===== src/design/tftPkg.sv =====
package tftPkg;

  // default hwclk cycles per SPI tick
  // 40 keeps the panel clock of the old derived clock
  parameter int DIVIDE_DEFAULT = 40;

  // one TFT command or data word
  typedef logic [15:0] cmdWord_t;

  // word address into the command SRAM
  // 256 words deep
  typedef logic [7:0] sramAddr_t;

  // list length and sent word count
  typedef logic [7:0] wordCount_t;

  // single-beat wishbone request, 29 bits
  typedef struct packed {
    logic      cyc;
    logic      stb;
    logic      we;
    logic [1:0] sel;
    sramAddr_t adr;
    cmdWord_t  dat;
  } busReq_t;

  // playback control states
  typedef enum logic [2:0] {
    idleLoad,
    fetchLength,
    fetchWord,
    waitAck,
    startShift,
    waitShift,
    finish
  } seqState_t;

endpackage


===== src/design/byteLoader.sv =====
`timescale 1ns/10ps

module byteLoader (
  input  logic             hwclk,
  input  logic             reset,
  input  logic             rxReady_i,
  input  logic [7:0]       rxData_i,
  input  logic             restart_i,
  input  logic             accept_i,
  input  logic             ack_i,
  output logic             loadReq_o,
  output tftPkg::busReq_t  req_o,
  output logic             loadDone_o,
  output logic             overrun_o
);

  import tftPkg::*;

  logic      haveHigh;
  logic      pending;
  logic [7:0] highByte;
  sramAddr_t addr;
  cmdWord_t  wordReg;

  always_ff @(posedge hwclk, negedge reset) begin
    if (!reset) begin
      haveHigh  <= 1'b0;
      pending   <= 1'b0;
      addr      <= '0;
      overrun_o <= 1'b0;
    end else if (restart_i) begin
      // new playback, next list loads from word 0
      haveHigh  <= 1'b0;
      pending   <= 1'b0;
      addr      <= '0;
      overrun_o <= 1'b0;
    end else begin
      if (rxReady_i && !accept_i) begin
        // byte during playback is lost
        overrun_o <= 1'b1;
      end else if (rxReady_i) begin
        haveHigh <= !haveHigh;
        // second byte completes the word
        if (haveHigh) begin
          pending <= 1'b1;
        end
      end
      if (pending && ack_i) begin
        pending <= 1'b0;
        addr    <= addr + 1'b1;
      end
    end
  end

  // byte holding, payload only
  always_ff @(posedge hwclk) begin
    if (rxReady_i && accept_i && !haveHigh) begin
      highByte <= rxData_i;
    end
    if (rxReady_i && accept_i && haveHigh) begin
      wordReg <= {highByte, rxData_i};
    end
  end

  // write request held until ack
  assign loadReq_o  = pending;
  assign loadDone_o = pending & ack_i;
  assign req_o = '{cyc: pending, stb: pending, we: 1'b1, sel: 2'b11, adr: addr, dat: wordReg};

endmodule


===== src/design/clockDivider.sv =====
`timescale 1ns/10ps

module clockDivider #(
  parameter int divideRatio = tftPkg::DIVIDE_DEFAULT
) (
  input  logic hwclk,
  input  logic reset,
  output logic tick_o
);

  // counter wide enough for divideRatio - 1
  localparam int cntWidth = (divideRatio > 1) ? $clog2(divideRatio) : 1;
  localparam logic [cntWidth-1:0] lastCount = cntWidth'(divideRatio - 1);

  logic [cntWidth-1:0] count;

  // wraps at lastCount, tick on the wrap cycle
  always_ff @(posedge hwclk, negedge reset) begin
    if (!reset) begin
      count <= '0;
    end else if (count == lastCount) begin
      count <= '0;
    end else begin
      count <= count + 1'b1;
    end
  end

  // one hwclk wide enable for the serializer
  assign tick_o = (count == lastCount);

endmodule


===== src/design/drawSequencer.sv =====
`timescale 1ns/10ps

module drawSequencer (
  input  logic                hwclk,
  input  logic                reset,
  input  logic                start_i,
  input  logic                loadReq_i,
  input  tftPkg::busReq_t     loadReq_s,
  input  logic                ack_i,
  input  tftPkg::cmdWord_t    rdData_i,
  input  logic                busy_i,
  output logic                loadAccept_o,
  output logic                loadRestart_o,
  output tftPkg::busReq_t     req_o,
  output logic                send_o,
  output tftPkg::cmdWord_t    word_o,
  output logic                done_o,
  output tftPkg::wordCount_t  sentCount_o
);

  import tftPkg::*;

  seqState_t  state;
  seqState_t  nextState;
  logic       startPrev;
  logic       beginPlay;
  wordCount_t idx;
  wordCount_t listLen;

  // button edge, only taken between loader writes
  assign beginPlay = (state == idleLoad) && start_i && !startPrev && !loadReq_i;

  always_comb begin
    nextState = state;
    case (state)
      idleLoad:    if (beginPlay) nextState = fetchLength;
      fetchLength: nextState = waitAck;
      fetchWord:   nextState = waitAck;
      waitAck: begin
        if (ack_i && idx == '0) begin
          // empty list goes straight to done
          nextState = (wordCount_t'(rdData_i) == '0) ? finish : fetchWord;
        end else if (ack_i) begin
          nextState = startShift;
        end
      end
      startShift:  nextState = waitShift;
      // busy already high on entry
      waitShift:   if (!busy_i) nextState = (idx == listLen) ? finish : fetchWord;
      finish:      nextState = idleLoad;
      default:     nextState = idleLoad;
    endcase
  end

  always_ff @(posedge hwclk, negedge reset) begin
    if (!reset) begin
      state       <= idleLoad;
      startPrev   <= 1'b0;
      idx         <= '0;
      listLen     <= '0;
      done_o      <= 1'b0;
      sentCount_o <= '0;
    end else begin
      state     <= nextState;
      startPrev <= start_i;
      if (beginPlay) begin
        done_o      <= 1'b0;
        sentCount_o <= '0;
      end
      if (state == fetchLength) begin
        idx <= '0;
      end
      // word 0 holds the list length
      if (state == waitAck && ack_i && idx == '0) begin
        listLen <= wordCount_t'(rdData_i);
        idx     <= 8'd1;
      end
      if (state == waitShift && !busy_i) begin
        sentCount_o <= sentCount_o + 1'b1;
        if (idx != listLen) begin
          idx <= idx + 1'b1;
        end
      end
      if (state == finish) begin
        done_o <= 1'b1;
      end
    end
  end

  // command word latched from the read
  always_ff @(posedge hwclk) begin
    if (state == waitAck && ack_i && idx != '0) begin
      word_o <= rdData_i;
    end
  end

  // loader owns the bus only while idle
  always_comb begin
    req_o = '0;
    if (state == idleLoad && loadReq_i) begin
      req_o = loadReq_s;
    end else if (state == waitAck) begin
      req_o = '{cyc: 1'b1, stb: 1'b1, we: 1'b0, sel: 2'b11, adr: sramAddr_t'(idx), dat: '0};
    end
  end

  assign loadAccept_o  = (state == idleLoad);
  assign loadRestart_o = beginPlay;
  assign send_o        = (state == startShift);

endmodule


===== src/design/spiTftSerializer.sv =====
`timescale 1ns/10ps

module spiTftSerializer (
  input  logic             hwclk,
  input  logic             reset,
  input  logic             tick_i,
  input  logic             send_i,
  input  tftPkg::cmdWord_t word_i,
  output logic             busy_o,
  output logic             chipSelect_o,
  output logic             sclk_o,
  output logic             bitData_o
);

  import tftPkg::*;

  cmdWord_t   shiftReg;
  // bits already clocked out, 16 means frame body done
  logic [4:0] bitCnt;

  always_ff @(posedge hwclk, negedge reset) begin
    if (!reset) begin
      busy_o       <= 1'b0;
      chipSelect_o <= 1'b1;
      sclk_o       <= 1'b0;
      bitCnt       <= '0;
      shiftReg     <= '0;
    end else if (!busy_o) begin
      // send while busy never reaches here
      if (send_i) begin
        busy_o   <= 1'b1;
        bitCnt   <= '0;
        shiftReg <= word_i;
      end
    end else if (tick_i) begin
      if (chipSelect_o) begin
        // open the frame, MSB already on the line
        chipSelect_o <= 1'b0;
      end else if (bitCnt == 5'd16) begin
        // close one tick after the last bit
        chipSelect_o <= 1'b1;
        busy_o       <= 1'b0;
      end else if (!sclk_o) begin
        // panel samples here
        sclk_o <= 1'b1;
      end else begin
        // falling edge, next bit out
        sclk_o   <= 1'b0;
        bitCnt   <= bitCnt + 1'b1;
        shiftReg <= {shiftReg[14:0], 1'b0};
      end
    end
  end

  // MSB first
  assign bitData_o = shiftReg[15];

endmodule


===== src/design/tftBoardTop.sv =====
`timescale 1ns/10ps

module tftBoardTop #(
  parameter int divideRatio = tftPkg::DIVIDE_DEFAULT
) (
  input  logic        hwclk,
  input  logic        reset,
  input  logic [20:0] pb,
  output logic [7:0]  left,
  output logic [7:0]  right,
  output logic [7:0]  ss7, ss6, ss5, ss4, ss3, ss2, ss1, ss0,
  output logic        red,
  output logic        green,
  output logic        blue,
  output logic [7:0]  txdata,
  input  logic [7:0]  rxdata,
  output logic        txclk,
  output logic        rxclk,
  input  logic        txready,
  input  logic        rxready
);

  import tftPkg::*;

  logic     tick;
  logic     loadReq, loadAccept, loadRestart, loadDone;
  busReq_t  loadBus, busReq;
  logic     ack;
  cmdWord_t rdData;
  logic     send, busy;
  cmdWord_t word;

  clockDivider #(.divideRatio(divideRatio)) u_clockDivider (
    .hwclk(hwclk), .reset(reset), .tick_o(tick));

  byteLoader u_byteLoader (
    .hwclk(hwclk), .reset(reset), .rxReady_i(rxready), .rxData_i(rxdata),
    .restart_i(loadRestart), .accept_i(loadAccept), .ack_i(ack),
    .loadReq_o(loadReq), .req_o(loadBus), .loadDone_o(loadDone), .overrun_o(red));

  wbSram u_wbSram (
    .hwclk(hwclk), .reset(reset), .req_i(busReq), .ack_o(ack), .rdData_o(rdData));

  // panel pins on right[3:1], busy on right[7]
  spiTftSerializer u_spiTftSerializer (
    .hwclk(hwclk), .reset(reset), .tick_i(tick), .send_i(send), .word_i(word),
    .busy_o(busy), .chipSelect_o(right[3]), .sclk_o(right[2]), .bitData_o(right[1]));

  drawSequencer u_drawSequencer (
    .hwclk(hwclk), .reset(reset), .start_i(pb[0]), .loadReq_i(loadReq),
    .loadReq_s(loadBus), .ack_i(ack), .rdData_i(rdData), .busy_i(busy),
    .loadAccept_o(loadAccept), .loadRestart_o(loadRestart), .req_o(busReq),
    .send_o(send), .word_o(word), .done_o(green), .sentCount_o(left));

  // flashes per stored word
  assign right[0]   = loadDone;
  assign right[7]   = busy;
  assign right[6:4] = '0;
  // no seven segment content
  assign {ss7, ss6, ss5, ss4, ss3, ss2, ss1, ss0} = '0;
  assign blue   = 1'b0;
  // no UART transmit
  assign txdata = '0;
  assign txclk  = 1'b0;
  assign rxclk  = 1'b0;

endmodule


===== src/design/wbSram.sv =====
`timescale 1ns/10ps

module wbSram (
  input  logic             hwclk,
  input  logic             reset,
  input  tftPkg::busReq_t  req_i,
  output logic             ack_o,
  output tftPkg::cmdWord_t rdData_o
);

  import tftPkg::*;

  // depth follows the address type
  localparam int depth = 2 ** $bits(sramAddr_t);

  cmdWord_t mem [depth];

  logic served;
  logic accessStart;

  // first cycle of a request not yet answered
  assign accessStart = req_i.cyc & req_i.stb & !ack_o & !served;

  always_ff @(posedge hwclk, negedge reset) begin
    if (!reset) begin
      ack_o  <= 1'b0;
      served <= 1'b0;
    end else begin
      ack_o <= accessStart;
      // blocks a second ack while stb lingers
      if (!req_i.stb) begin
        served <= 1'b0;
      end else if (ack_o) begin
        served <= 1'b1;
      end
    end
  end

  // byte lane writes
  always_ff @(posedge hwclk) begin
    if (accessStart && req_i.we) begin
      if (req_i.sel[1]) begin
        mem[req_i.adr][15:8] <= req_i.dat[15:8];
      end
      if (req_i.sel[0]) begin
        mem[req_i.adr][7:0] <= req_i.dat[7:0];
      end
    end
  end

  // read data lands with ack
  always_ff @(posedge hwclk) begin
    if (accessStart) begin
      rdData_o <= mem[req_i.adr];
    end
  end

endmodule


===== config.mk =====
export PLATFORM = sky130hd
export DESIGN_NAME = tftBoardTop
export DESIGN_NICKNAME = d
export VERILOG_FILES = /design/src/design/tftPkg.sv /design/src/design/byteLoader.sv /design/src/design/clockDivider.sv /design/src/design/drawSequencer.sv /design/src/design/spiTftSerializer.sv /design/src/design/tftBoardTop.sv /design/src/design/wbSram.sv
export SDC_FILE = /design/constraint.sdc
export NUM_CORES = 2
export LEC_CHECK = 0
export ABC_AREA = 0
export ABC_CLOCK_PERIOD_IN_PS = 6800
export BUFFER_PORTS_ARGS = -buffer_cell sky130_fd_sc_hd__buf_2
export CORE_MARGIN = 4
export CORE_UTILIZATION = 30
export DETAILED_ROUTE_END_ITERATION = 10
export GPL_TIMING_DRIVEN = 1
export HOLD_SLACK_MARGIN = 0.1
export PLACE_DENSITY = 0.44
export SLEW_MARGIN = 5
export SYNTH_ARGS = -nofsm -noshare
export SYNTH_HDL_FRONTEND = slang
export SYNTH_SLANG_ARGS = --single-unit

===== constraint.sdc =====
create_clock -name hwclk -period 6.8 [get_ports hwclk]
set_input_delay 1.36 -clock hwclk [delete_from_list [all_inputs] [get_ports hwclk]]
set_output_delay 1.36 -clock hwclk [all_outputs]
set_load 0.02 [all_outputs]

==> flow_metrics.py <==
metrics = {
    "status": {
        "status": "complete, no violations",
    },
    "logic_synthesis": {
        "avgSynthCellArea_sq_um": 15.0,
        "synth_cell_types": 62,
        "yosysSeqAreaShare": 0.727,
        "synth-seq-cells": 4224,
        "ys.flop_type": "edfxtp_1",
        "synth_area_sq_um": 174000,
        "synth_cells": 11583,
        "synth-edff-count": 4152,
        "ys.warnings.count": 0,
        "ys_async_sr_fraction": 0.0170,
    },
    "floorplan": {
        "die_h_microns": 769,
        "fp-row-count": 279,
        "start_util": 0.301,
        "die_x_microns": 769,
        "core_area_sq_um": 577000,
        "io_pins": 126,
        "die_area_sq_um": 592000,
    },
    "clocking": {
        "htree_levels": 5,
        "cts-root-buf": "clkbuf_16",
        "cts_made_buffers": 458,
        "clk_pin_slew_ps": 60,
        "clk_latency_ps": 1050,
        "cts_tree": "built",
        "clkSinkCount": 4224,
        "post_cts_resized": 0,
        "cts_buffer_depth": 4,
    },
    "timing": {
        "maxSlewViolCount": 0,
        "fin_skew_ps": 98.3,
        "relSlewSlack": 0.109,
        "fmax_mhz": 182,
        "setup_viol": 0,
        "tightest_slew_ps": 1320,
        "fin_crit_sh": 0.810,
        "rsz0062_at_grt": "no",
        "setup_ws_ps": 1290,
        "fin_setup_tns_ps": 0,
        "post-route-min-period_ps": 5510,
        "hold_viol_final": 0,
    },
    "job": {
        "maxCapViolCount": 0,
    },
    "min_path": {
        "holdPathStages": 0,
        "hold_path.class": "reg -> reg",
        "hp-start": "u_byteLoader.highByte[6]",
        "hold_end": "u_byteLoader.wordReg[14]",
    },
    "critical_path": {
        "path_buf_inv": 5,
        "critPathCaptureType": "register",
        "r2r_slack_ps": 1290,
        "crit_top_cell": "buf_12",
        "rr_endpoint": "u_wbSram.rdData_o[3]",
        "path_max_fanout": 48,
        "critPathTopFamily": "compound AO/OA/AOI/OAI gates",
        "critical-path-slowest-cell": "o41ai_1",
        "crit_chain": "or3b_4, o21ai_4, buf_16, buf_12, buf_12, buf_12, a211oi_1, a211o_1, a41oi_1, o41ai_1, buf_4, o2111ai_1",
        "crit_required_ps": 7560,
        "rr_worst_depth": 12,
        "cpPeakStageDelay_ps": 1160,
        "r2r-start": "u_drawSequencer.state[0]",
        "worstSetupPathType": "reg -> reg",
        "cp-start-kind": "register",
        "arrival_ps": 6270,
    },
    "layout": {
        "syn2layout_area_growth_pct": 15.3,
        "final_net_count": 11618,
        "drive_above_1_share": 0.123,
        "fin_area_sq_um": 201000,
    },
    "global_routing": {
        "grt_usage": 0.194,
        "antenna_found_initial": 32,
        "grt_pass1_wl_microns": 841000,
        "grt-ovfl-total": 0,
        "grt_pass1_vias": 106686,
        "grt_max_degree": 189,
    },
    "placed_design": {
        "detailed_place_hpwl_microns": 328000,
        "place_area_sq_um": 186000,
        "dp_worst_setup_slack_ps": 1040,
        "numPortBuffers": 26,
        "place.gp.congestion": 0.807,
    },
    "drt": {
        "avgRoutedWirePerCell_microns": 30.3,
        "wl_microns": 597000,
        "drt_iter0_markers": 10842,
        "detail-route-antenna-nets": 0,
        "vias": 109384,
        "vias_per_cell": 5.55,
        "first_pass_iters": 6,
        "drc_errors": 0,
    },
    "power_and_ir_drop": {
        "ir_drop_uv": 231,
        "power.density_nw_per_um2": 309,
        "power.total_mw": 62.1,
        "p_leak_nw": 75.3,
    },
}
[metrics by stage]
step                 util  instances  hold WS, ps
floorplan               -      11660          400
global placement    0.322      18843          405
detailed placement  0.322      18843          406
CTS                 0.347      19691          328
global route        0.347      19694          381
finish              0.347      19702          421
[metal layers]
layer	routed length [microns]	vias to the layer above	GRT usage	part of all wire
li1	-	46774	-	-
met1	263000	57960	0.272	0.44
met2	281000	3889	0.314	0.47
met3	36300	753	0.0287	0.061
met4	17300	8	0.0525	0.029
met5	50	-	0	0.000084
[placed cells by master (no fill, tap or decap), types with 71 or more instances in the layout]
cell type  count
clkinv_1     127
a211oi_1     993
clkbuf_1     106
a21oi_1     1006
nand2_1     1069
buf_12       112
conb_1        78
nor2_1       228
dfrtp_1       71
buf_4        538
a211o_1      993
o211ai_1     120
clkbuf_16    460
edfxtp_1    4152
a41oi_1      241
o211a_1      993
[synth_stat cells (all sizes together), types with 5 or more instances]
cell / count / area, sq um
nand3: 21 / 105
edfxtp: 4152 / 125000
mux2i: 21 / 210
inv: 43 / 161
o2111ai: 19 / 173
a211o: 993 / 8700
o211a: 993 / 9940
nor4: 23 / 144
a22oi: 16 / 120
buf: 371 / 2030
nor2: 287 / 1080
and3: 24 / 150
o21ai: 41 / 205
a41oi: 242 / 2130
nor3: 13 / 70.1
nand4: 14 / 87.6
o211ai: 120 / 901
mux2: 9 / 101
a31oi: 47 / 294
xor2: 21 / 184
o41ai: 48 / 420
o31ai: 6 / 45.0
a21oi: 1007 / 5040
nand2: 1087 / 4080
a211oi: 993 / 7450
and2: 5 / 31.3
dfrtp: 71 / 1780
ha: 7 / 87.6
clkbuf: 848 / 3180
[kinds of logic after synthesis]
kind of cell / after synthesis / synth area share
AO/OA/AOI/OAI: 4538 / 0.204
flip-flops: 4224 / 0.727
AND/OR/NAND/NOR: 1498 / 0.0341
buffers and inverters: 1262 / 0.0309
multiplexers: 30 / 0.00179
XOR/XNOR: 23 / 0.00116
adder cells (fa/ha/maj): 7 / 0.000504
other: 1 / 0.0000216
[sequential cells by signal, summed over array words and instances, names as in the netlist, 3 cells and up]
register and cells:
u_byteLoader.highByte 8, u_wbSram.rdData_o 16, u_clockDivider.count 6, u_byteLoader.wordReg 16, u_spiTftSerializer.shiftReg 16, u_drawSequencer.word_o 16
u_byteLoader.addr 8, u_spiTftSerializer.bitCnt 5, u_drawSequencer.sentCount_o 8, u_drawSequencer.state 3, u_wbSram.mem 4096, u_drawSequencer.idx 8
u_drawSequencer.listLen 8
[cell type report]
cell class	count	area [sq um]
Sequential cell	4224	126000
Tap cell	7727	9670
Fill cell	55083	377000
Inverter	43	161
Antenna cell	10	25.0
Multi-Input combinational cell	6174	43200
Clock buffer	572	12000
Clock inverter	275	2640
Timing Repair Buffer	677	6440
[power breakdown]
part           total (mW)  switching, mW  internal (mW)  leakage (nW)
logic                8.68           6.73           1.95          22.9
registers            28.8          0.225           28.6          45.4
clock network        24.5           10.6           13.9          7.09
[how the worst max path moves through the flow]
stage | slack, ps | end | cells past startpoint | startpoint
6_report | 1290 | u_wbSram.rdData_o[3] | 12 | u_drawSequencer.state[0]
5_1_grt | 1160 | u_wbSram.mem[124][5] | 9 | u_drawSequencer.state[0]
4_1_cts | 1010 | u_wbSram.mem[151][6] | 6 | u_drawSequencer.state[0]
3_5_place_dp | 1040 | u_wbSram.mem[151][5] | 6 | u_drawSequencer.state[0]
3_3_place_gp | 950 | u_wbSram.rdData_o[7] | 10 | u_drawSequencer.state[2]
2_1_floorplan | 1600 | u_wbSram.mem[0][6] | 3 | u_drawSequencer.state[2]
[what timing repair did]
action	4_1_cts	5_1_grt
hold buffers	1	0
endpoints found under the hold margin	12	0
buffers inserted	0	0
(Power assumes the default switching activity.)
